File: src/verilog/vseq_macros.svh
// Sizing constants of the vector instruction sequencer
// Included by the package and by any block that needs a raw depth value

`ifndef VSEQ_MACROS_SVH
`define VSEQ_MACROS_SVH

//////////////////////////////////////////////////
// Instruction and register space
//////////////////////////////////////////////////

// Number of instruction IDs in flight at most
`define VSEQ_NR_VINSN 8

// Architectural vector registers
`define VSEQ_NR_VREGS 32

//////////////////////////////////////////////////
// Per-unit instruction queues
//////////////////////////////////////////////////

// Arithmetic units can buffer two instructions
`define VSEQ_ALU_DEPTH  2
`define VSEQ_MFPU_DEPTH 2

// Memory units take one instruction at a time
`define VSEQ_LDU_DEPTH 1
`define VSEQ_STU_DEPTH 1

// Counter width, wide enough to hold the largest depth
`define VSEQ_CNT_W 2

`endif

File: src/verilog/vseq_pkg.sv
// Types shared by all sequencer blocks and by the testbench
// Import with vseq_pkg::* inside the module body

`default_nettype none

`include "vseq_macros.svh"

package vseq_pkg;

  // Sizes derived from the macros
  localparam int unsigned NR_VINSN = `VSEQ_NR_VINSN;
  localparam int unsigned NR_VREGS = `VSEQ_NR_VREGS;
  localparam int unsigned NR_UNITS = 4;

  // Vector typedefs
  typedef logic [$clog2(NR_VINSN)-1:0] vid_t;
  typedef logic [$clog2(NR_VREGS)-1:0] vreg_t;
  typedef logic [NR_VINSN-1:0]         vid_mask_t;
  typedef logic [7:0]                  vl_t;
  typedef logic [`VSEQ_CNT_W-1:0]      cnt_t;
  typedef logic [NR_UNITS-1:0]         unit_vec_t;

  // One running or done mask per unit, and one hazard row per ID
  typedef vid_mask_t [NR_UNITS-1:0] unit_vid_mask_t;
  typedef vid_mask_t [NR_VINSN-1:0] hazard_table_t;

  // Mask register of masked instructions
  localparam vreg_t VMASK_REG = '0;

  // Execution units, values also index the per-unit vectors
  typedef enum logic [1:0] {
    UNIT_ALU  = 2'd0,
    UNIT_MFPU = 2'd1,
    UNIT_LDU  = 2'd2,
    UNIT_STU  = 2'd3
  } unit_e;

  typedef enum logic [2:0] {
    OP_VADD, OP_VSUB, OP_VAND, OP_VMUL, OP_VFADD, OP_VLE, OP_VSE
  } op_e;

  typedef enum logic {
    ISSUE_IDLE,
    ISSUE_HOLD
  } issue_state_e;

  // Decoded instruction from the dispatcher
  typedef struct packed {
    op_e   op;
    vreg_t vs1;
    logic  use_vs1;
    vreg_t vs2;
    logic  use_vs2;
    vreg_t vd;
    logic  use_vd;
    logic  vm;    // 1 means unmasked
    vl_t   vl;
  } seq_req_t;

  // One dependency mask per operand
  typedef struct packed {
    vid_mask_t hazard_vs1;
    vid_mask_t hazard_vs2;
    vid_mask_t hazard_vm;
    vid_mask_t hazard_vd;
  } hazard_t;

  // Request forwarded to the units
  typedef struct packed {
    vid_t     id;
    unit_e    unit;
    seq_req_t req;
    hazard_t  hazard;
  } pe_req_t;

  // Unit that executes a given operation
  function automatic unit_e op_unit(op_e op);
    unit_e unit;
    case (op)
      OP_VADD, OP_VSUB, OP_VAND: unit = UNIT_ALU;
      OP_VMUL, OP_VFADD:         unit = UNIT_MFPU;
      OP_VLE:                    unit = UNIT_LDU;
      OP_VSE:                    unit = UNIT_STU;
      default:                   unit = UNIT_ALU;
    endcase
    return unit;
  endfunction

endpackage

`default_nettype wire

File: src/verilog/vseq_id_alloc.sv
// Tracks which IDs run in which unit and hands out the lowest free ID
// Also flags a full ID space and an idle sequencer

`timescale 1ns/10ps
`default_nettype none

module vseq_id_alloc (
  input  wire logic                     clk_i,
  input  wire logic                     rst_ni,
  // Issue strobe from the issue block
  input  wire logic                     issue_i,
  input  wire vseq_pkg::vid_t           issue_id_i,
  input  wire vseq_pkg::unit_e          issue_unit_i,
  // Completion pulses, one mask per unit
  input  wire vseq_pkg::unit_vid_mask_t pe_done_i,
  // Status
  output vseq_pkg::vid_mask_t           running_o,
  output vseq_pkg::vid_t                free_id_o,
  output logic                          id_full_o,
  output logic                          idle_o
);

  import vseq_pkg::*;

  // Bit set while the ID runs in that unit
  unit_vid_mask_t unit_run_d, unit_run_q;

  always_comb begin : p_run_next
    // Retire finished IDs
    for (int u = 0; u < NR_UNITS; u++) begin
      unit_run_d[u] = unit_run_q[u] & ~pe_done_i[u];
    end
    // Mark the new ID in its target unit
    if (issue_i) begin
      unit_run_d[issue_unit_i][issue_id_i] = 1'b1;
    end
  end

  always_ff @(posedge clk_i or negedge rst_ni) begin : p_run_ff
    if (!rst_ni) begin
      unit_run_q <= '0;
    end else begin
      unit_run_q <= unit_run_d;
    end
  end

  // Running anywhere
  always_comb begin : p_running
    running_o = '0;
    for (int u = 0; u < NR_UNITS; u++) begin
      running_o |= unit_run_q[u];
    end
  end

  // Lowest ID not running, scanned from the top so the lowest wins
  always_comb begin : p_free_id
    free_id_o = '0;
    for (int i = NR_VINSN - 1; i >= 0; i--) begin
      if (!running_o[i]) free_id_o = vid_t'(i);
    end
  end

  assign id_full_o = &running_o;
  assign idle_o    = ~|running_o;

endmodule

`default_nettype wire

File: src/verilog/vseq_reg_tracker.sv
// Keeps the last reader and writer ID of every vector register
// Computes the RAW, WAR and WAW hazard vectors of the pending request

`timescale 1ns/10ps
`default_nettype none

module vseq_reg_tracker (
  input  wire logic                clk_i,
  input  wire logic                rst_ni,
  // Pending request, stable while valid
  input  wire vseq_pkg::seq_req_t  seq_req_i,
  // Issue strobe and the ID given to the request
  input  wire logic                issue_i,
  input  wire vseq_pkg::vid_t      issue_id_i,
  // IDs currently running
  input  wire vseq_pkg::vid_mask_t running_i,
  // Dependencies of the pending request
  output vseq_pkg::hazard_t        hazard_o
);

  import vseq_pkg::*;

  // Access record of one register
  typedef struct packed {
    vid_t vid;
    logic valid;
  } vreg_access_t;

  vreg_access_t [NR_VREGS-1:0] rd_list_d, rd_list_q;
  vreg_access_t [NR_VREGS-1:0] wr_list_d, wr_list_q;

  // Per-rule dependency masks
  vid_mask_t raw_vs1;
  vid_mask_t raw_vs2;
  vid_mask_t raw_vm;
  vid_mask_t war_vd;
  vid_mask_t waw_vd;

  // One-hot mask of a record whose ID still runs
  function automatic vid_mask_t access_mask(vreg_access_t acc, vid_mask_t running);
    vid_mask_t mask;
    mask          = '0;
    mask[acc.vid] = acc.valid & running[acc.vid];
    return mask;
  endfunction

  //////////////////////////////////////////////////
  // Hazard vectors
  //////////////////////////////////////////////////

  // Read after write on the sources
  assign raw_vs1 = seq_req_i.use_vs1 ? access_mask(wr_list_q[seq_req_i.vs1], running_i) : '0;
  assign raw_vs2 = seq_req_i.use_vs2 ? access_mask(wr_list_q[seq_req_i.vs2], running_i) : '0;

  // Masked requests read v0
  assign raw_vm = !seq_req_i.vm ? access_mask(wr_list_q[VMASK_REG], running_i) : '0;

  // Write after read and write after write on the destination
  assign war_vd = seq_req_i.use_vd ? access_mask(rd_list_q[seq_req_i.vd], running_i) : '0;
  assign waw_vd = seq_req_i.use_vd ? access_mask(wr_list_q[seq_req_i.vd], running_i) : '0;

  // WAR stalls every operand fetch of the new instruction
  assign hazard_o = '{
    hazard_vs1: raw_vs1 | war_vd,
    hazard_vs2: raw_vs2 | war_vd,
    hazard_vm : raw_vm  | war_vd,
    hazard_vd : waw_vd
  };

  //////////////////////////////////////////////////
  // Access lists
  //////////////////////////////////////////////////

  always_comb begin : p_lists_next
    rd_list_d = rd_list_q;
    wr_list_d = wr_list_q;

    // Drop records of IDs that finished
    for (int v = 0; v < NR_VREGS; v++) begin
      rd_list_d[v].valid = rd_list_q[v].valid & running_i[rd_list_q[v].vid];
      wr_list_d[v].valid = wr_list_q[v].valid & running_i[wr_list_q[v].vid];
    end

    // Record the new instruction
    if (issue_i) begin
      if (seq_req_i.use_vd) wr_list_d[seq_req_i.vd] = '{vid: issue_id_i, valid: 1'b1};
      if (seq_req_i.use_vs1) rd_list_d[seq_req_i.vs1] = '{vid: issue_id_i, valid: 1'b1};
      if (seq_req_i.use_vs2) rd_list_d[seq_req_i.vs2] = '{vid: issue_id_i, valid: 1'b1};
      if (!seq_req_i.vm) rd_list_d[VMASK_REG] = '{vid: issue_id_i, valid: 1'b1};
    end
  end

  always_ff @(posedge clk_i or negedge rst_ni) begin : p_lists_ff
    if (!rst_ni) begin
      rd_list_q <= '0;
      wr_list_q <= '0;
    end else begin
      rd_list_q <= rd_list_d;
      wr_list_q <= wr_list_d;
    end
  end

endmodule

`default_nettype wire

File: src/verilog/vseq_unit_credits.sv
// Counts the instructions queued in each unit
// Grants issue only while the target unit has a free queue slot

`timescale 1ns/10ps
`default_nettype none

`include "vseq_macros.svh"

module vseq_unit_credits (
  input  wire logic                     clk_i,
  input  wire logic                     rst_ni,
  // Issue strobe and its target unit
  input  wire logic                     issue_i,
  input  wire vseq_pkg::unit_e          issue_unit_i,
  // Completion pulses, one mask per unit
  input  wire vseq_pkg::unit_vid_mask_t pe_done_i,
  // Unit of the pending request
  input  wire vseq_pkg::unit_e          req_unit_i,
  output logic                          unit_ok_o
);

  import vseq_pkg::*;

  // Queue depth per unit, ALU in the lowest slot
  localparam cnt_t [NR_UNITS-1:0] UNIT_DEPTH = {
    cnt_t'(`VSEQ_STU_DEPTH),
    cnt_t'(`VSEQ_LDU_DEPTH),
    cnt_t'(`VSEQ_MFPU_DEPTH),
    cnt_t'(`VSEQ_ALU_DEPTH)
  };

  cnt_t [NR_UNITS-1:0] cnt_q;
  unit_vec_t           cnt_up;
  unit_vec_t           cnt_down;

  // Up on issue, down on any completion of that unit
  always_comb begin : p_cnt_ctrl
    for (int u = 0; u < NR_UNITS; u++) begin
      cnt_up[u]   = issue_i & (issue_unit_i == unit_e'(u));
      cnt_down[u] = |pe_done_i[u];
    end
  end

  // Holds when an issue and a completion meet
  always_ff @(posedge clk_i or negedge rst_ni) begin : p_cnt_ff
    if (!rst_ni) begin
      cnt_q <= '0;
    end else begin
      for (int u = 0; u < NR_UNITS; u++) begin
        if (cnt_up[u] && !cnt_down[u]) begin
          cnt_q[u] <= cnt_q[u] + cnt_t'(1);
        end else if (cnt_down[u] && !cnt_up[u]) begin
          cnt_q[u] <= cnt_q[u] - cnt_t'(1);
        end
      end
    end
  end

  // Free slot in the requested unit
  assign unit_ok_o = cnt_q[req_unit_i] < UNIT_DEPTH[req_unit_i];

endmodule

`default_nettype wire

File: src/verilog/vseq_issue.sv
// Accepts dispatcher requests and forwards them to the units
// Holds the output request under back-pressure and owns the global hazard table

`timescale 1ns/10ps
`default_nettype none

module vseq_issue (
  input  wire logic                    clk_i,
  input  wire logic                    rst_ni,
  // Dispatcher handshake
  input  wire vseq_pkg::seq_req_t      seq_req_i,
  input  wire logic                    seq_req_valid_i,
  output logic                         seq_req_ready_o,
  // Status from the other blocks
  input  wire vseq_pkg::vid_t          free_id_i,
  input  wire logic                    id_full_i,
  input  wire logic                    unit_ok_i,
  input  wire vseq_pkg::hazard_t       hazard_i,
  input  wire vseq_pkg::vid_mask_t     running_i,
  // Unit handshake
  input  wire vseq_pkg::unit_vec_t     pe_req_ready_i,
  // Issue strobe to the other blocks
  output logic                         issue_o,
  output vseq_pkg::vid_t               issue_id_o,
  output vseq_pkg::unit_e              issue_unit_o,
  // Request to the units
  output vseq_pkg::pe_req_t            pe_req_o,
  output logic                         pe_req_valid_o,
  // Dependencies for the operand requesters
  output vseq_pkg::hazard_table_t      global_hazard_table_o
);

  import vseq_pkg::*;

  issue_state_e  state_d, state_q;
  pe_req_t       pe_req_d;
  logic          pe_req_valid_d;
  logic          consume;
  logic          stall;
  hazard_table_t table_d, table_q;

  //////////////////////////////////////////////////
  // Handshakes
  //////////////////////////////////////////////////

  // Target unit takes the pending request
  assign consume = pe_req_valid_o & pe_req_ready_i[pe_req_o.unit];
  // Pending request refused this cycle
  assign stall   = pe_req_valid_o & ~consume;

  // Unit and ID of the request at the input
  assign issue_unit_o = op_unit(seq_req_i.op);
  assign issue_id_o   = free_id_i;

  // Never overwrite a request that is still waiting
  assign seq_req_ready_o = (state_q == ISSUE_IDLE) & ~stall & ~id_full_i & unit_ok_i;
  assign issue_o         = seq_req_valid_i & seq_req_ready_o;

  // HOLD while the target unit back-pressures
  always_comb begin : p_fsm
    state_d = state_q;
    case (state_q)
      ISSUE_IDLE: if (stall) state_d = ISSUE_HOLD;
      ISSUE_HOLD: if (consume) state_d = ISSUE_IDLE;
      default:    state_d = ISSUE_IDLE;
    endcase
  end

  //////////////////////////////////////////////////
  // Output request
  //////////////////////////////////////////////////

  assign pe_req_d = '{
    id    : free_id_i,
    unit  : issue_unit_o,
    req   : seq_req_i,
    hazard: hazard_i
  };

  // Valid clears on consumption, a new issue sets it again
  assign pe_req_valid_d = issue_o | (pe_req_valid_o & ~consume);

  always_ff @(posedge clk_i or negedge rst_ni) begin : p_ctrl_ff
    if (!rst_ni) begin
      state_q        <= ISSUE_IDLE;
      pe_req_valid_o <= 1'b0;
      table_q        <= '0;
    end else begin
      state_q        <= state_d;
      pe_req_valid_o <= pe_req_valid_d;
      table_q        <= table_d;
    end
  end

  always_ff @(posedge clk_i) begin : p_req_ff
    if (issue_o) pe_req_o <= pe_req_d;
  end

  //////////////////////////////////////////////////
  // Global hazard table
  //////////////////////////////////////////////////

  // Row N lists the running IDs that instruction N waits for
  always_comb begin : p_table_next
    for (int i = 0; i < NR_VINSN; i++) begin
      table_d[i] = table_q[i] & running_i;
    end
    if (issue_o) begin
      table_d[free_id_i] = hazard_i.hazard_vs1 | hazard_i.hazard_vs2 |
                           hazard_i.hazard_vm  | hazard_i.hazard_vd;
    end
  end

  // Finished IDs drop out of every row right away
  always_comb begin : p_table_out
    for (int i = 0; i < NR_VINSN; i++) begin
      global_hazard_table_o[i] = table_q[i] & running_i;
    end
  end

endmodule

`default_nettype wire

File: src/verilog/vseq_top.sv
// Vector instruction sequencer top level
// Connects ID allocation, register tracking, unit credits and issue control

`timescale 1ns/10ps
`default_nettype none

module vseq_top (
  input  wire logic                     clk_i,
  input  wire logic                     rst_ni,
  // Dispatcher side
  input  wire vseq_pkg::seq_req_t       seq_req_i,
  input  wire logic                     seq_req_valid_i,
  output logic                          seq_req_ready_o,
  // Unit side
  output vseq_pkg::pe_req_t             pe_req_o,
  output logic                          pe_req_valid_o,
  input  wire vseq_pkg::unit_vec_t      pe_req_ready_i,
  input  wire vseq_pkg::unit_vid_mask_t pe_done_i,
  // Operand requesters and status
  output vseq_pkg::hazard_table_t       global_hazard_table_o,
  output logic                          idle_o
);

  import vseq_pkg::*;

  // Status towards the issue block
  vid_mask_t running;
  vid_t      free_id;
  logic      id_full;
  logic      unit_ok;
  hazard_t   hazard;

  // Issue strobe towards the bookkeeping blocks
  logic      issue;
  vid_t      issue_id;
  unit_e     issue_unit;

  vseq_id_alloc u_id_alloc (
    .clk_i        (clk_i),
    .rst_ni       (rst_ni),
    .issue_i      (issue),
    .issue_id_i   (issue_id),
    .issue_unit_i (issue_unit),
    .pe_done_i    (pe_done_i),
    .running_o    (running),
    .free_id_o    (free_id),
    .id_full_o    (id_full),
    .idle_o       (idle_o)
  );

  vseq_reg_tracker u_reg_tracker (
    .clk_i      (clk_i),
    .rst_ni     (rst_ni),
    .seq_req_i  (seq_req_i),
    .issue_i    (issue),
    .issue_id_i (issue_id),
    .running_i  (running),
    .hazard_o   (hazard)
  );

  // Requested unit is the one the issue block decodes
  vseq_unit_credits u_unit_credits (
    .clk_i        (clk_i),
    .rst_ni       (rst_ni),
    .issue_i      (issue),
    .issue_unit_i (issue_unit),
    .pe_done_i    (pe_done_i),
    .req_unit_i   (issue_unit),
    .unit_ok_o    (unit_ok)
  );

  vseq_issue u_issue (
    .clk_i                 (clk_i),
    .rst_ni                (rst_ni),
    .seq_req_i             (seq_req_i),
    .seq_req_valid_i       (seq_req_valid_i),
    .seq_req_ready_o       (seq_req_ready_o),
    .free_id_i             (free_id),
    .id_full_i             (id_full),
    .unit_ok_i             (unit_ok),
    .hazard_i              (hazard),
    .running_i             (running),
    .pe_req_ready_i        (pe_req_ready_i),
    .issue_o               (issue),
    .issue_id_o            (issue_id),
    .issue_unit_o          (issue_unit),
    .pe_req_o              (pe_req_o),
    .pe_req_valid_o        (pe_req_valid_o),
    .global_hazard_table_o (global_hazard_table_o)
  );

endmodule

`default_nettype wire

File: config.mk
export PLATFORM = sky130hd
export DESIGN_NAME = vseq_top
export DESIGN_NICKNAME = d
export VERILOG_FILES = /design/src/verilog/vseq_pkg.sv /design/src/verilog/vseq_id_alloc.sv /design/src/verilog/vseq_reg_tracker.sv /design/src/verilog/vseq_unit_credits.sv /design/src/verilog/vseq_issue.sv /design/src/verilog/vseq_top.sv
export VERILOG_INCLUDE_DIRS = /design/src /design/src/verilog
export SDC_FILE = /design/constraint.sdc
export NUM_CORES = 1
export LEC_CHECK = 0
export BUFFER_PORTS_ARGS = -buffer_cell sky130_fd_sc_hd__buf_2
export CAP_MARGIN = 20
export CORE_MARGIN = 2
export CORE_UTILIZATION = 40
export DETAILED_ROUTE_END_ITERATION = 12
export SLEW_MARGIN = 10
export SYNTH_ARGS = -nofsm -noshare
export SYNTH_HDL_FRONTEND = slang
export SYNTH_SLANG_ARGS = --single-unit
File: constraint.sdc
create_clock -name clk_i -period 6.9 [get_ports clk_i]
set_input_delay 1.38 -clock clk_i [delete_from_list [all_inputs] [get_ports clk_i]]
set_output_delay 1.38 -clock clk_i [all_outputs]
set_load 0.01 [all_outputs]
After elaboration in Yosys (flattened, before gate mapping) --
Index checks and enable logic that the tools add are counted.
Cells by class: add/subtract/negate cells 8, equal/unequal tests 7, multiplexer cells 210, bitwise logic cells 114, order comparisons 85, reduce and logical (&&, ||, !) cells 40
Operators with widths (number):
- $bwmux W128 | 3
- $mux W128 | 3
- $mux W125 | 3
- $lt A3 B4 Y1 const B | 69
- $bmux W1 S3 | 68
- $and A8 B8 Y8 | 17
- $bmux W4 S5 | 4
- $and A1 B1 Y1 | 78
- $mux W1 | 77
- $or A8 B8 Y8 | 9
- $bwmux W64 | 1
- $mux W64 | 1
- $demux W4 S5 | 3
- $mux W8 | 7
- $reduce_or A8 Y1 | 5
- $mux W32 | 1
- $mux W4 | 8
- $not A8 Y8 | 4
- $or A32 B32 Y32 | 1
- $demux W8 S3 | 1
- $mux W3 | 8
- $mux W2 | 10
- $demux W1 S3 | 6
- $ge A3 B1 Y1 const B | 6
- 25 further kinds | 71
Storage, ports and cells: bits of input ports 69, logic and storage cells 625, register bits after elaboration 429

Depth between registers and ports, before layout --
Gate-level depths: netlist of run 1.
depth after elaboration 19, depth in mapped cells 18

Modules after synthesis --
Synthesis of run 1 repeated with hierarchy kept, for this count alone.
Unflattened totals: cells, all modules 2112, area, all modules 25938.6 um2
Modules (own cells, without submodules):
- vseq_reg_tracker | sequential area each 6406.1 um2, instances 1, area an instance 18789.3 um2, cells an instance 1537
- vseq_issue | sequential area each 3663.5 um2, instances 1, area an instance 5222.5 um2, cells an instance 385
- vseq_id_alloc | sequential area each 800.8 um2, instances 1, area an instance 1397.6 um2, cells an instance 140
- vseq_unit_credits | sequential area each 200.2 um2, instances 1, area an instance 529.3 um2, cells an instance 50

Worst setup path before layout of run 1 --
Ideal clock, no wire load.
kind in2reg, start in seq_req_i[29] (netlist bit), end reg u_unit_credits.cnt_q[3] (netlist bit), setup slack 0.176 ns, arrival 6.598 ns, required time 6.775 ns, stages 18, path through clkbuf_1 > nand2b_1 > o22a_1 > o21ai_0 > a21oi_1 > ha_1 > a211oi_1 > and3_1 > nand2_1 > inv_1 > clkbuf_1 > clkbuf_1 > nand3_1 > inv_1 > ha_1 > xor2_1 > nor2_1 > xor2_1
On the way: longest elaborated chain between the ends 12, elaborated cells on any way between the ends 20, classes of those cells order compare: 1; eq/ne: 5; mux: 6; bitwise: 3; reduce/logical: 5
RTL lines:
- start, declared | line vseq_top.sv:11 | input wire vseq_pkg::seq_req_t seq_req_i,
- $eq A3 B2 Y1 or $eq A3 B3 Y1 (tied branches) | line vseq_pkg.sv:79 | case (op)
- $reduce_or A2 Y1 | line vseq_pkg.sv:79
- $pmux W2 S3 (*) | line vseq_pkg.sv:79
- $bmux W2 S2 | line vseq_unit_credits.sv:60 | assign unit_ok_o = cnt_q[req_unit_i] < UNIT_DEPTH[req_unit_i];
- $mux W2 (not written as such) | line vseq_unit_credits.sv:60
- $lt A2 B2 Y1 (*) | line vseq_unit_credits.sv:60
- $and A1 B1 Y1 (*) | line vseq_issue.sv:56 | assign seq_req_ready_o = (state_q == ISSUE_IDLE) & ~stall & ~id_full_i & unit_ok_i;
- via seq_req_ready_o | line vseq_top.sv:13 | output logic seq_req_ready_o,
- $and A1 B1 Y1 (*) | line vseq_issue.sv:57 | assign issue_o = seq_req_valid_i & seq_req_ready_o;
- $and A1 B1 Y1 (*) | line vseq_unit_credits.sv:39 | cnt_up[u] = issue_i & (issue_unit_i == unit_e'(u));
- $logic_not A1 Y1 | line vseq_unit_credits.sv:52 | end else if (cnt_down[u] && !cnt_up[u]) begin
- $logic_and A1 B1 Y1 | line vseq_unit_credits.sv:52
- $reduce_bool A2 Y1 (no line)
- end signal, assigned by index | line vseq_unit_credits.sv:51 | cnt_q[u] <= cnt_q[u] + cnt_t'(1);
- end signal, assigned by index | line vseq_unit_credits.sv:53 | cnt_q[u] <= cnt_q[u] - cnt_t'(1);
- end, declared | line vseq_unit_credits.sv:32 | cnt_t [NR_UNITS-1:0] cnt_q;
Mark *: on every way through the listed nets, which the timed path passes. The rest lies on a longest branch. The select of a mux whose other input is x is not followed. A chain may end at the register's enable or synchronous reset.

Worst setup path after layout of run 1 --
start in seq_req_i[27] (netlist bit), end reg u_reg_tracker.wr_list_q[75] (netlist bit)
On the way: longest elaborated chain between the ends 9, elaborated cells on any way between the ends 14, classes of those cells order compare: 1; eq/ne: 4; mux: 5; bitwise: 2; reduce/logical: 2
RTL lines:
- $eq A3 B2 Y1 or $eq A3 B3 Y1 (tied branches) | line vseq_pkg.sv:79
- $reduce_or A2 Y1 | line vseq_pkg.sv:79
- $pmux W2 S3 (*) | line vseq_pkg.sv:79
- $bmux W2 S2 | line vseq_unit_credits.sv:60
- $mux W2 (not written as such) | line vseq_unit_credits.sv:60
- $lt A2 B2 Y1 (*) | line vseq_unit_credits.sv:60
- $and A1 B1 Y1 (*) | line vseq_issue.sv:56
- $and A1 B1 Y1 (*) | line vseq_issue.sv:57
- $reduce_and A2 Y1 (no line) (*)
- end signal, assigned | line vseq_reg_tracker.sv:99 | wr_list_q <= wr_list_d;
- end, declared | line vseq_reg_tracker.sv:30 | vreg_access_t [NR_VREGS-1:0] wr_list_d, wr_list_q;
Mark *: on every way between the ends. The rest lies on a longest branch, timed or not. The select of a mux whose other input is x is not followed.

==> summary.md, run 1 <==
| Metric | Value |
|---|---|
| Register area | between 10000 and 15000 µm² |
| Switching Share | 28.8% |
| Row cnt | just over 90 |
| First DRT Iteration DRCs | roughly 2200 |
| Vias in the first global route | 21267 |
| Maximum clock frequency | between 200 and 250 MHz |
| Die Y-Extent | about 260 µm |
| Routed wire length | 97600 µm |
| Clock power frac | around two fifths |
| Tmin final | 4880 ps |
| I/O pin cnt | ~200 |
| Max-cap check violation count | 0 |
| Reg2reg setup slack | 2340 ps |
| Slew Viols, Final | 0 |
| Post-CTS sizing | 0 |
| Clock Tree Root | clkbuf_16 |
| Cts-stage hold buffer count | 0 |
| Area leader, netlist | dfrtp_1 |
| Crit-path max FO | 28 |
| # fillers | approximately 5800 |
| Post-synth net total | roughly 2400 |
| Setup Crit Path Kind | input pin to flip-flop |
| Worst skew pair latency | around 600 ps |
| DRC viols | 0 |
| Relative slew slack | between 20% and 30% |
| Worst IR drop on VDD | 189 µV |
| Area Overhead vs Synth | 12.7% |
| Die width | approximately 260 µm |
| Post-synthesis async set-or-reset flop share | between 80% and 90% |
| Area taken by multi-input logic gates | between 10000 and 15000 µm² |
| Crit. End Element | flip-flop |
| Largest net degree at the start of global routing | 110 |
| Worst Reg-to-Reg Cells | 11 |
| Num CTS Buffers | 47 |
| Yosys cell types | between 80 and 90 |
| Clock skew | between 20 and 30 ps |
| Core area | approximately 63000 µm² |
| Post-DR wirelength/cell | between 20 and 30 µm |
| DR vias | between 20000 and 25000 |
| Net Switching | 1.84 mW |
| Hold Path End | u_unit_credits.cnt_q[7] |
| Ratio of cells with drive above 1 in the final layout | between 20% and 30% |
| Setup TNS | 0 ps |
| Worst Setup Start Kind | input pin |
| R2r endpoint | u_reg_tracker.wr_list_q[75] |
| First-pass GRT wire length | about 140000 µm |
| Worst hold-check path type | flip-flop to flip-flop |
| H-Tree Depth | 2 |
| Crit path from | seq_req_i[27] |
| Global Route Usage Sum | between 20 and 30% |
| Leakage Power | about 12 nW |
| CP arrival | roughly 5400 ps |
| Placer Congestion | about 1.0 |
| Hold path startpoint | u_unit_credits.cnt_q[7] |
| Initial Util | between 40% and 50% |
| Hpwl dp | about 67000 µm |
| Max clock buf depth | 3 |
| TritonRoute pass-1 iters | 6 |
| Synth Warn # | 0 |
| Die area | 66000 µm² |
| Vias/cell | about 6.4 |
| Critical R2R Launch | u_id_alloc.unit_run_q[29] |
| Non-filler cells, final | 3372 |
| Seq/Total Area, Yosys | 43.3% |
| Number of synthesized flops with an enable pin | between 60 and 70 |
| Reg power frac | between 40% and 50% |
| Routed Antenna Nets | 0 |
| Synth top cells by count | nand2_1, dfrtp_1, mux2i_1, o22ai_1, o21ai_0 |
| Syn Area/Cell | roughly 11 µm² |
| Power Density | approximately 220 nW/µm² |
| Initial antenna violation count | 2 |
| Final Hold Fails | 0 |
| DP Cell Count | between 3000 and 4000 |
| Internal power | about 4.5 mW |
| WP data required | about 7400 ps |
| Worst-margin pin slew | 1100 ps |
| # setup viols final | 0 |
| Port Buffers | slightly above 200 |
| Yosys top cell area share | 35.4% |
| Clock sinks | roughly 430 |
| Synth Register Bits | 429 |
| Number of nets in the layout | around 2600 |
| Gate power share | 16.3% |
| Unrepaired setup endpoints after global routing | false |
| Synth area leaders | dfrtp_1, mux4_2, mux2i_1 |
| Cells after Synth | about 2400 |
| Ys flop type | dfrtp_1 |
| Cell Area, Synth | 25600 µm² |
| Status | finished clean |
| Reg clk slew, reported paths | 60 ps |
| CTS tree | built |
| Hold depth | 1 |
| Top-count cell post-synth | nand2_1 |
| Tcrit/Tclk final | a little over two thirds |
| Post-CTS setup buffer count | 0 |
| Global route overflow | 0 |
## critical path, stage by stage
cell and delay, ps:
buf_2 130, nand2b_1 170, o22a_1 200, o21ai_0 150, a21oi_1 70, ha_1 200
a211oi_1 210, and3_1 200, nand2_1 270, inv_4 470, and2_1 210, nand3b_1 490
nor3_1 780, mux2_2 410
## through the flow
| step | hold slack [ps] | power (mW) | worst slack, ps | util, % | cell area, µm² |
|---|---|---|---|---|---|
| 2_1_floorplan | 437 | 3.48 | 176 | - | 25600 |
| 3_3_place_gp | 461 | 3.86 | 1580 | 43.2 | 27300 |
| 3_5_place_dp | 458 | 3.88 | 1460 | 43.2 | 27300 |
| 4_1_cts | 470 | 6.43 | 2040 | 45.6 | 28800 |
| 5_1_grt | 473 | 6.62 | 1690 | 45.6 | 28800 |
| 6_report | 466 | 6.39 | 2020 | 45.6 | 28800 |
## how the worst max path moves through the flow
| stage | cells after the start | slack [ps] | end |
|---|---|---|---|
| after floorplan | 18 | 180 | u_unit_credits.cnt_q[3] |
| after global placement | 14 | 1580 | u_reg_tracker.wr_list_q[75] |
| after detailed placement | 14 | 1460 | u_reg_tracker.wr_list_q[73] |
| after CTS | 14 | 2040 | u_reg_tracker.wr_list_q[75] |
| after global routing | 14 | 1690 | u_reg_tracker.wr_list_q[75] |
| final | 14 | 2020 | u_reg_tracker.wr_list_q[75] |
## per-layer routing
metal | up-vias | part of all wire, % | wire (µm) | GRT usage, %
met5 | - | 0 | 0 | 0
met4 | 0 | 3.8 | 3730 | 10.3
met3 | 204 | 9.1 | 8930 | 5.96
met2 | 1200 | 46 | 45100 | 46.4
met1 | 10981 | 41 | 39900 | 39.8
li1 | 9121 | - | - | -
## state kept, by name, indices dropped and copies added (netlist names), named ones only
register and flops:
u_reg_tracker.rd_list_q 128, u_reg_tracker.wr_list_q 128, u_issue.pe_req_o 67, u_issue.table_q 64, u_id_alloc.unit_run_q 32, u_unit_credits.cnt_q 8
u_issue.pe_req_valid_o 1
## placed cells by master (no fill, tap or decap), drive strengths merged, types with 6 or more instances in the layout
master and n:
nor2 80, nor4 42, dfrtp 362, or4 16, xor2 8, o21ai 176, edfxtp 67, o32ai 6
a22oi 7, nand2b 17, nand3b 14, o211ai 59, inv 50, nor3 9, mux2i 209, nand4 18
a21oi 42, nand4b 13, nand3 32, and2 15, or4b 9, clkbuf 66, nor3b 8, or3 10
nand2 368, and3 8, nor2b 76, mux4 138, mux2 88, clkinv 14, or3b 6, buf 249
o22ai 170, or4bb 11
## power groups by stage
stage	clock, mW	combinational, mW	sequential [mW]
2_1_floorplan	0	0.628	2.85
3_3_place_gp	0	1.02	2.84
3_5_place_dp	0	1.03	2.85
4_1_cts	2.59	1.04	2.80
5_1_grt	2.70	1.11	2.82
6_report	2.54	1.04	2.80
## kinds of logic after synthesis
group | share of synthesized area, %
XOR/XNOR | 0.411
multiplexers | 24.2
flip-flops | 43.3
AO/OA/AOI/OAI | 12.1
AND/OR/NAND/NOR | 15.8
adder cells (fa/ha/maj) | 0.244
buffers and inverters | 4.05
## area by class of cell
class / instances / area share [%]
antenna: 1 / 0.00868
clock buffer: 66 / 4.75
clock inverter: 19 / 0.620
inverter: 50 / 0.659
multi-input combinational: 1712 / 47.0
sequential: 429 / 38.4
tap: 846 / 3.67
timing repair buffer: 249 / 4.93
(Power assumes the default switching activity.)
==> run 2: changes to the inputs <==
==> constraint.sdc (replaced) <==
create_clock -name clk_i -period 4.1 [get_ports clk_i]
set_input_delay 0.82 -clock clk_i [delete_from_list [all_inputs] [get_ports clk_i]]
set_output_delay 0.82 -clock clk_i [all_outputs]
set_load 0.01 [all_outputs]
==> run 2 against run 1 <==
- die area stayed put
- worst setup slack worse by 1700 ps
- via count is 1.2% higher
- largest cell class unchanged
- non-clock buffer count is 114 higher
- sequential share of layout area is 1.6 points lower
- sequential power is 68% higher
- power is 79% higher
- clock power is 91% higher
- combinational power is 80% higher
- largest power group is now clock
==> summary.md, run 2 (same netlist as run 1, synthesis figures left out) <==
| Metric | Value |
|---|---|
| Status | finished clean |
| Worst IR drop on VDD | around 370 µV |
| Global Route Usage Sum | 30.4% |
| Area taken by multi-input logic gates | about 14000 µm² |
| Area Overhead vs Synth | 17.5% |
| Placer Congestion | around 1.0 |
| Power Density | 380 nW/µm² |
| Num CTS Buffers | 50 |
| WHS | slightly above 300 ps |
| WP data required | around 3300 ps |
| Global route overflow | 0 |
| Crit. End Element | primary output |
| Critical R2R Launch | u_id_alloc.unit_run_q[31] |
| Cts-stage hold buffer count | 0 |
| Most frequent cells in the layout | nand2_1, dfrtp_1, mux2i_1, buf_2, o22ai_1 |
| Top flop regs | u_reg_tracker.rd_list_q x128, u_reg_tracker.wr_list_q x128, u_issue.pe_req_o x67 |
| Clock sinks | ~430 |
| Post-CTS setup buffer count | 0 |
| Reg2reg setup slack | between 700 and 800 ps |
| Largest net degree at the start of global routing | 113 |
| DR vias | between 20000 and 25000 |
| Row cnt | 92 |
| Ratio of cells with drive above 1 in the final layout | between 20% and 30% |
| Post-route cell area | roughly 30000 µm² |
| Core area | around 63000 µm² |
| Routed wire length | slightly above 100000 µm |
| R2r endpoint | u_reg_tracker.wr_list_q[41] |
| Register area | around 11000 µm² |
| Placed cell area | 28300 µm² |
| TritonRoute pass-1 iters | 7 |
| Tcrit/Tclk final | 91.6% |
| CP arrival | 2940 ps |
| Slew Viols, Final | 0 |
| First-pass GRT wire length | around 150000 µm |
| Initial Util | about two fifths |
| Diodes inserted | 0 |
| Die area | approximately 66000 µm² |
| Worst-margin pin slew | 1000 ps |
| Die Y-Extent | roughly 260 µm |
| Post-DR wirelength/cell | approximately 29 µm |
| Leakage Power | about 13 nW |
| Vias/cell | around 6.2 |
| Max-cap check violation count | 0 |
| Worst hold-check path type | input pin to asynchronous set/reset pin |
| Relative slew slack | 31.3% |
| Hpwl dp | between 70000 and 80000 µm |
| Tmin final | 3760 ps |
| Final Hold Fails | 0 |
| Reg clk slew, reported paths | approximately 60 ps |
| Worst Setup Start Kind | flip-flop |
| CTS tree | built |
| Port Buffers | about 200 |
| Crit-path max FO | 52 |
| Clock skew | ~30 ps |
| Maximum clock frequency | 266 MHz |
| Number of nets in the layout | approximately 2700 |
| Worst skew pair latency | around 620 ps |
| # fillers | about 5800 |
| H-Tree Depth | 2 |
| Vias in the first global route | about 21000 |
| Setup Crit Path Kind | flip-flop to primary output |
| DRC viols | 0 |
| I/O pin cnt | 203 |
| Routed Antenna Nets | 0 |
| Die width | 257 µm |
| Post-CTS sizing | 0 |
| Worst Reg-to-Reg Cells | 11 |
| Setup TNS | 0 ps |
| # setup viols final | 0 |
| Max clock buf depth | 3 |
| Clock Tree Root | clkbuf_16 |
| Commonest non-fill, non-tap cell in the layout | nand2_1 |
| Unrepaired setup endpoints after global routing | false |
| First DRT Iteration DRCs | between 2000 and 2500 |
| Initial antenna violation count | 3 |
-- run 2: cell count changes in the layout (fill, tap and decap cells not counted), sizes merged --
cell | previous run | this run
buf | 249 | 363
bufinv | 2 | 7
clkinv | 14 | 18
clkbuf | 66 | 64
clkinvlp | 3 | 4
diode | 1 | 0
inv | 50 | 51
-- run 2: critical path, stage by stage (launching register included) --
cell     delay (ps)
dfrtp_1         390
nor4_2          720
buf_4           730
nand4_1         170
nor2_1          140
buf_2           160
-- run 2: worst max path at each step --
| stage | startpoint | end | slack, ps | depth (start not counted) |
|---|---|---|---|---|
| floorplan | seq_req_i[29] | u_unit_credits.cnt_q[3] | 3 | 18 |
| global placement | seq_req_i[17] | u_issue.table_q[28] | -100 | 12 |
| detailed placement | seq_req_i[16] | u_issue.table_q[20] | 20 | 12 |
| CTS | u_id_alloc.unit_run_q[31] | idle_o | 350 | 5 |
| global route | u_id_alloc.unit_run_q[31] | idle_o | 190 | 5 |
| finish | u_id_alloc.unit_run_q[31] | idle_o | 340 | 5 |
-- run 2: report_power, final --
part           switching, mW  leakage [nW]  internal [mW]
clock                   1.93         0.878           2.92
sequential             0.170          5.65           4.54
combinational           1.14          6.07          0.726
-- run 2: area by class of cell --
class / count / area share, %
timing repair buffer: 363 / 7.95
clock buffer: 64 / 4.75
clock inverter: 30 / 1.26
tap: 846 / 3.52
sequential: 429 / 36.8
multi-input combinational: 1712 / 45.1
inverter: 50 / 0.633
-- run 2: stage by stage --
| stage | cells | setup WS [ps] | power [mW] | utilization, % |
|---|---|---|---|---|
| floorplan | 2373 | 2.72 | 5.84 | - |
| global placement | 3400 | -102 | 6.60 | 44.7 |
| detailed placement | 3400 | 19.0 | 6.64 | 44.7 |
| CTS | 3494 | 347 | 11.5 | 47.6 |
| global route | 3494 | 186 | 11.8 | 47.6 |
| finish | 3494 | 344 | 11.4 | 47.6 |
-- run 2: per-layer routing --
metal,wire length [µm],GRT usage (%),vias up
met5,13,0,-
met4,3700,10.3,2
met3,8620,6.32,197
met2,46500,47.3,1106
met1,42600,42.3,11071
li1,-,-,9384
==> run 3: changes to the inputs <==
--- a/config.mk
+++ b/config.mk
@@ -6,6 +6,7 @@
 export SDC_FILE = /design/constraint.sdc
 export NUM_CORES = 1
 export LEC_CHECK = 0
+export ABC_AREA = 1
 export BUFFER_PORTS_ARGS = -buffer_cell sky130_fd_sc_hd__buf_2
 export CAP_MARGIN = 20
 export CORE_MARGIN = 2
==> run 3 against run 2 <==
- hold slack got worse by 58 ps
- critical endpoint is now seq_req_ready_o
- largest cell class unchanged
- sequential share of layout area shrank 1.2 points
- critical path type is now input pin to primary output
- via count grew 29%
- utilization shrank 0.56 points
- cell area grew 3.4%
- worst setup slack better by 280 ps
- largest power group is now registers
- sequential power increased by 5.5%
- clock skew shrank 3.8 ps
- count of clock-buffer cells in the layout rose by 10
==> summary.md, run 3 <==
| Metric | Value |
|---|---|
| Power Density | 413 nW/µm² |
| Internal power | 8.41 mW |
| WHS | 251 ps |
| Cell mode on critical path | inv_1 |
| Clock sinks | around 430 |
| Num CTS Buffers | between 50 and 60 |
| Crit-path slowest cell | a221oi_1 |
| Final Util | 47.0% |
| Post-synthesis async set-or-reset flop share | 84.4% |
| Max clock buf depth | 3 |
| Status | finished clean |
| Tmin final | roughly 3500 ps |
| Clock Tree Root | clkbuf_16 |
| Max-cap check violation count | 0 |
| Setup TNS | 0 ps |
| Initial Util | approximately two fifths |
| Relative slew slack | about a third |
| Unrepaired setup endpoints after global routing | false |
| Area leader, netlist | dfrtp_1 |
| Seq/Total Area, Yosys | roughly 41% |
| DRC viols | 0 |
| Die Y-Extent | around 260 µm |
| Xor/xnor share of the synthesized area | less than 1% |
| # setup viols final | 0 |
| Top-count cell post-synth | nand2_1 |
| Port Buffers | 202 |
| Largest family of logic cells by synthesized area | simple AND/OR/NAND/NOR gates |
| Die area | ~69000 µm² |
| Routed wire length | ~110000 µm |
| Ys flop type | dfrtp_1 |
| Top flop regs | u_reg_tracker.rd_list_q x128, u_reg_tracker.wr_list_q x128, u_issue.pe_req_o x67 |
| Core area | 66100 µm² |
| Total power | between 10 and 15 mW |
| Gate power share | between 20% and 30% |
| Ratio of cells with drive above 1 in the final layout | around 12% |
| Crit-path max FO | 5 |
| Synth top cells by count | nand2_1, o21ai_0, dfrtp_1, inv_1, nor2_1 |
| Mux share of post-synthesis cell area | 0% |
| Global Route Usage Sum | 30.0% |
| DR vias | about 28000 |
| Die width | approximately 260 µm |
| Clock power frac | a little under two fifths |
| Worst skew pair latency | around 630 ps |
| WP buf/inv | 5 |
| Post-synth net total | 4009 |
| Final Hold Fails | 0 |
| Routed Antenna Nets | 0 |
| Largest net degree at the start of global routing | 96 |
| Worst IR drop on VDD | 310 µV |
| Worst hold-check path type | input pin to asynchronous set/reset pin |
| Cells after Synth | a little under 4000 |
| Post-CTS setup buffer count | 0 |
| Most frequent cells in the layout | nand2_1, o21ai_0, dfrtp_1, inv_1, nor2_1 |
| Vias in the first global route | 25664 |
| Synth Warn # | 0 |
| Simple-gate share of the synthesized area | 28.9% |
| Hpwl dp | a little over 70000 µm |
| Slew Viols, Final | 0 |
| Worst Reg-to-Reg Cells | 12 |
| Yosys cell types | 45 |
| Net Switching | 4.41 mW |
| Area Overhead vs Synth | 15.9% |
| Leakage Power | ~14 nW |
| Post-Synth Adder-Cell Area | 0.233% |
| WP data required | 3280 ps |
| Tcrit/Tclk final | a little over four fifths |
| Placer Congestion | 1.01 |
| Clock skew | about 27 ps |
| Worst-margin pin slew | a little over 1000 ps |
| Number of nets in the layout | 4210 |
| First DRT Iteration DRCs | 3656 |
| Synth Register Bits | between 400 and 500 |
| Initial antenna violation count | 1 |
| Diodes inserted | 0 |
| Post-CTS sizing | 0 |
| Setup Crit Path Kind | input pin to primary output |
| Vias/cell | approximately 5.6 |
| Switching Share | between 30% and 40% |
| Reg clk slew, reported paths | roughly 60 ps |
| Delay-heaviest family, CP | simple AND/OR/NAND/NOR gates |
| Critical-path cell list | buf_2, inv_1, nor3_1, inv_1, nand2_1, nor2_1, a221oi_1, ha_1, o21ai_1, nand2_1, inv_1, buf_2 |
| Crit path largest cell delay | ~300 ps |
| CTS tree | built |
| Crit. path cell count | 12 |
| Maximum clock frequency | 288 MHz |
| TritonRoute pass-1 iters | 8 |
| Row cnt | 94 |
| Synth area leaders | dfrtp_1, nand2_1, o21ai_0 |
| Crit. End Element | primary output |
| Worst Setup Start Kind | input pin |
| First-pass GRT wire length | about 160000 µm |
| CP arrival | 2650 ps |
| Cell Area, Synth | between 20000 and 30000 µm² |
| Syn Area/Cell | 6.81 µm² |
| Reg power frac | between 30 and 40% |
| I/O pin cnt | 203 |
| Global route overflow | 0 |
| Synth Area in Compound Gates | approximately a fifth |
| H-Tree Depth | 2 |
| Number of synthesized flops with an enable pin | 67 |
| Cts-stage hold buffer count | 0 |
| Commonest non-fill, non-tap cell in the layout | nand2_1 |
| Post-DR wirelength/cell | about 21 µm |
| Yosys top cell area share | 33.8% |
run 3: worst register-to-register path: stages (launching register included):
cell and delay, ps:
dfrtp_1 320, inv_1 40, nand4_1 260, buf_4 480
nand2_1 120, a31oi_1 350, inv_2 80, nor2_1 340
nand2_1 280, nor2_2 330, inv_1 200, nand2_1 100
nand2_1 50
run 3: power by group through the flow:
stage / Clock (mW) / Sequential (mW) / Combinational, mW
floorplan: 0 / 4.98 / 1.87
global placement: 0 / 5.04 / 3.06
detailed placement: 0 / 5.04 / 3.08
CTS: 4.81 / 4.96 / 3.09
global route: 4.99 / 5.01 / 3.41
finish: 4.73 / 4.97 / 3.12
run 3: kinds of logic after synthesis:
kind of cell	count (synthesis)
flip-flops	429
AND/OR/NAND/NOR	1944
XOR/XNOR	8
AO/OA/AOI/OAI	965
adder cells (fa/ha/maj)	5
buffers and inverters	584
run 3: metrics by stage:
step                instance area, µm²  instances  worst slack (ps)
global route                     31100       5043               409
floorplan                        26800       3935               153
global placement                 29300       4946               326
finish                           31100       5043               629
detailed placement               29300       4946               268
CTS                              31100       5043               588
run 3: worst paths after layout:
kind	end	start	slack, ps
worst max-delay path	seq_req_ready_o	seq_req_i[29]	630
worst min-delay path	u_id_alloc.unit_run_q[26]	rst_ni	250
worst max register to register	u_issue.table_q[25]	u_id_alloc.unit_run_q[9]	1030
worst min register to register	u_unit_credits.cnt_q[6]	u_unit_credits.cnt_q[6]	470
max in group asynchronous	u_reg_tracker.wr_list_q[116]	rst_ni	2890
min in group clk_i	u_issue.pe_req_o[39]	seq_req_i[7]	380
run 3: final cells by class:
| cell class | instances | area, µm² |
|---|---|---|
| fill | 6755 | 35000 |
| multi-input combinational | 2922 | 13400 |
| sequential | 429 | 11100 |
| timing repair buffer | 345 | 2360 |
| clock buffer | 74 | 1520 |
| inverter | 386 | 1450 |
| tap | 864 | 1080 |
| clock inverter | 23 | 234 |
run 3: metal layers:
metal / vias up / track usage [%] / wire length [µm]
met5: - / 0 / 0
met3: 239 / 4.78 / 10000
met2: 1480 / 45.6 / 45600
li1: 13286 / - / -
met4: 0 / 10.9 / 3930
met1: 13141 / 43.1 / 46200
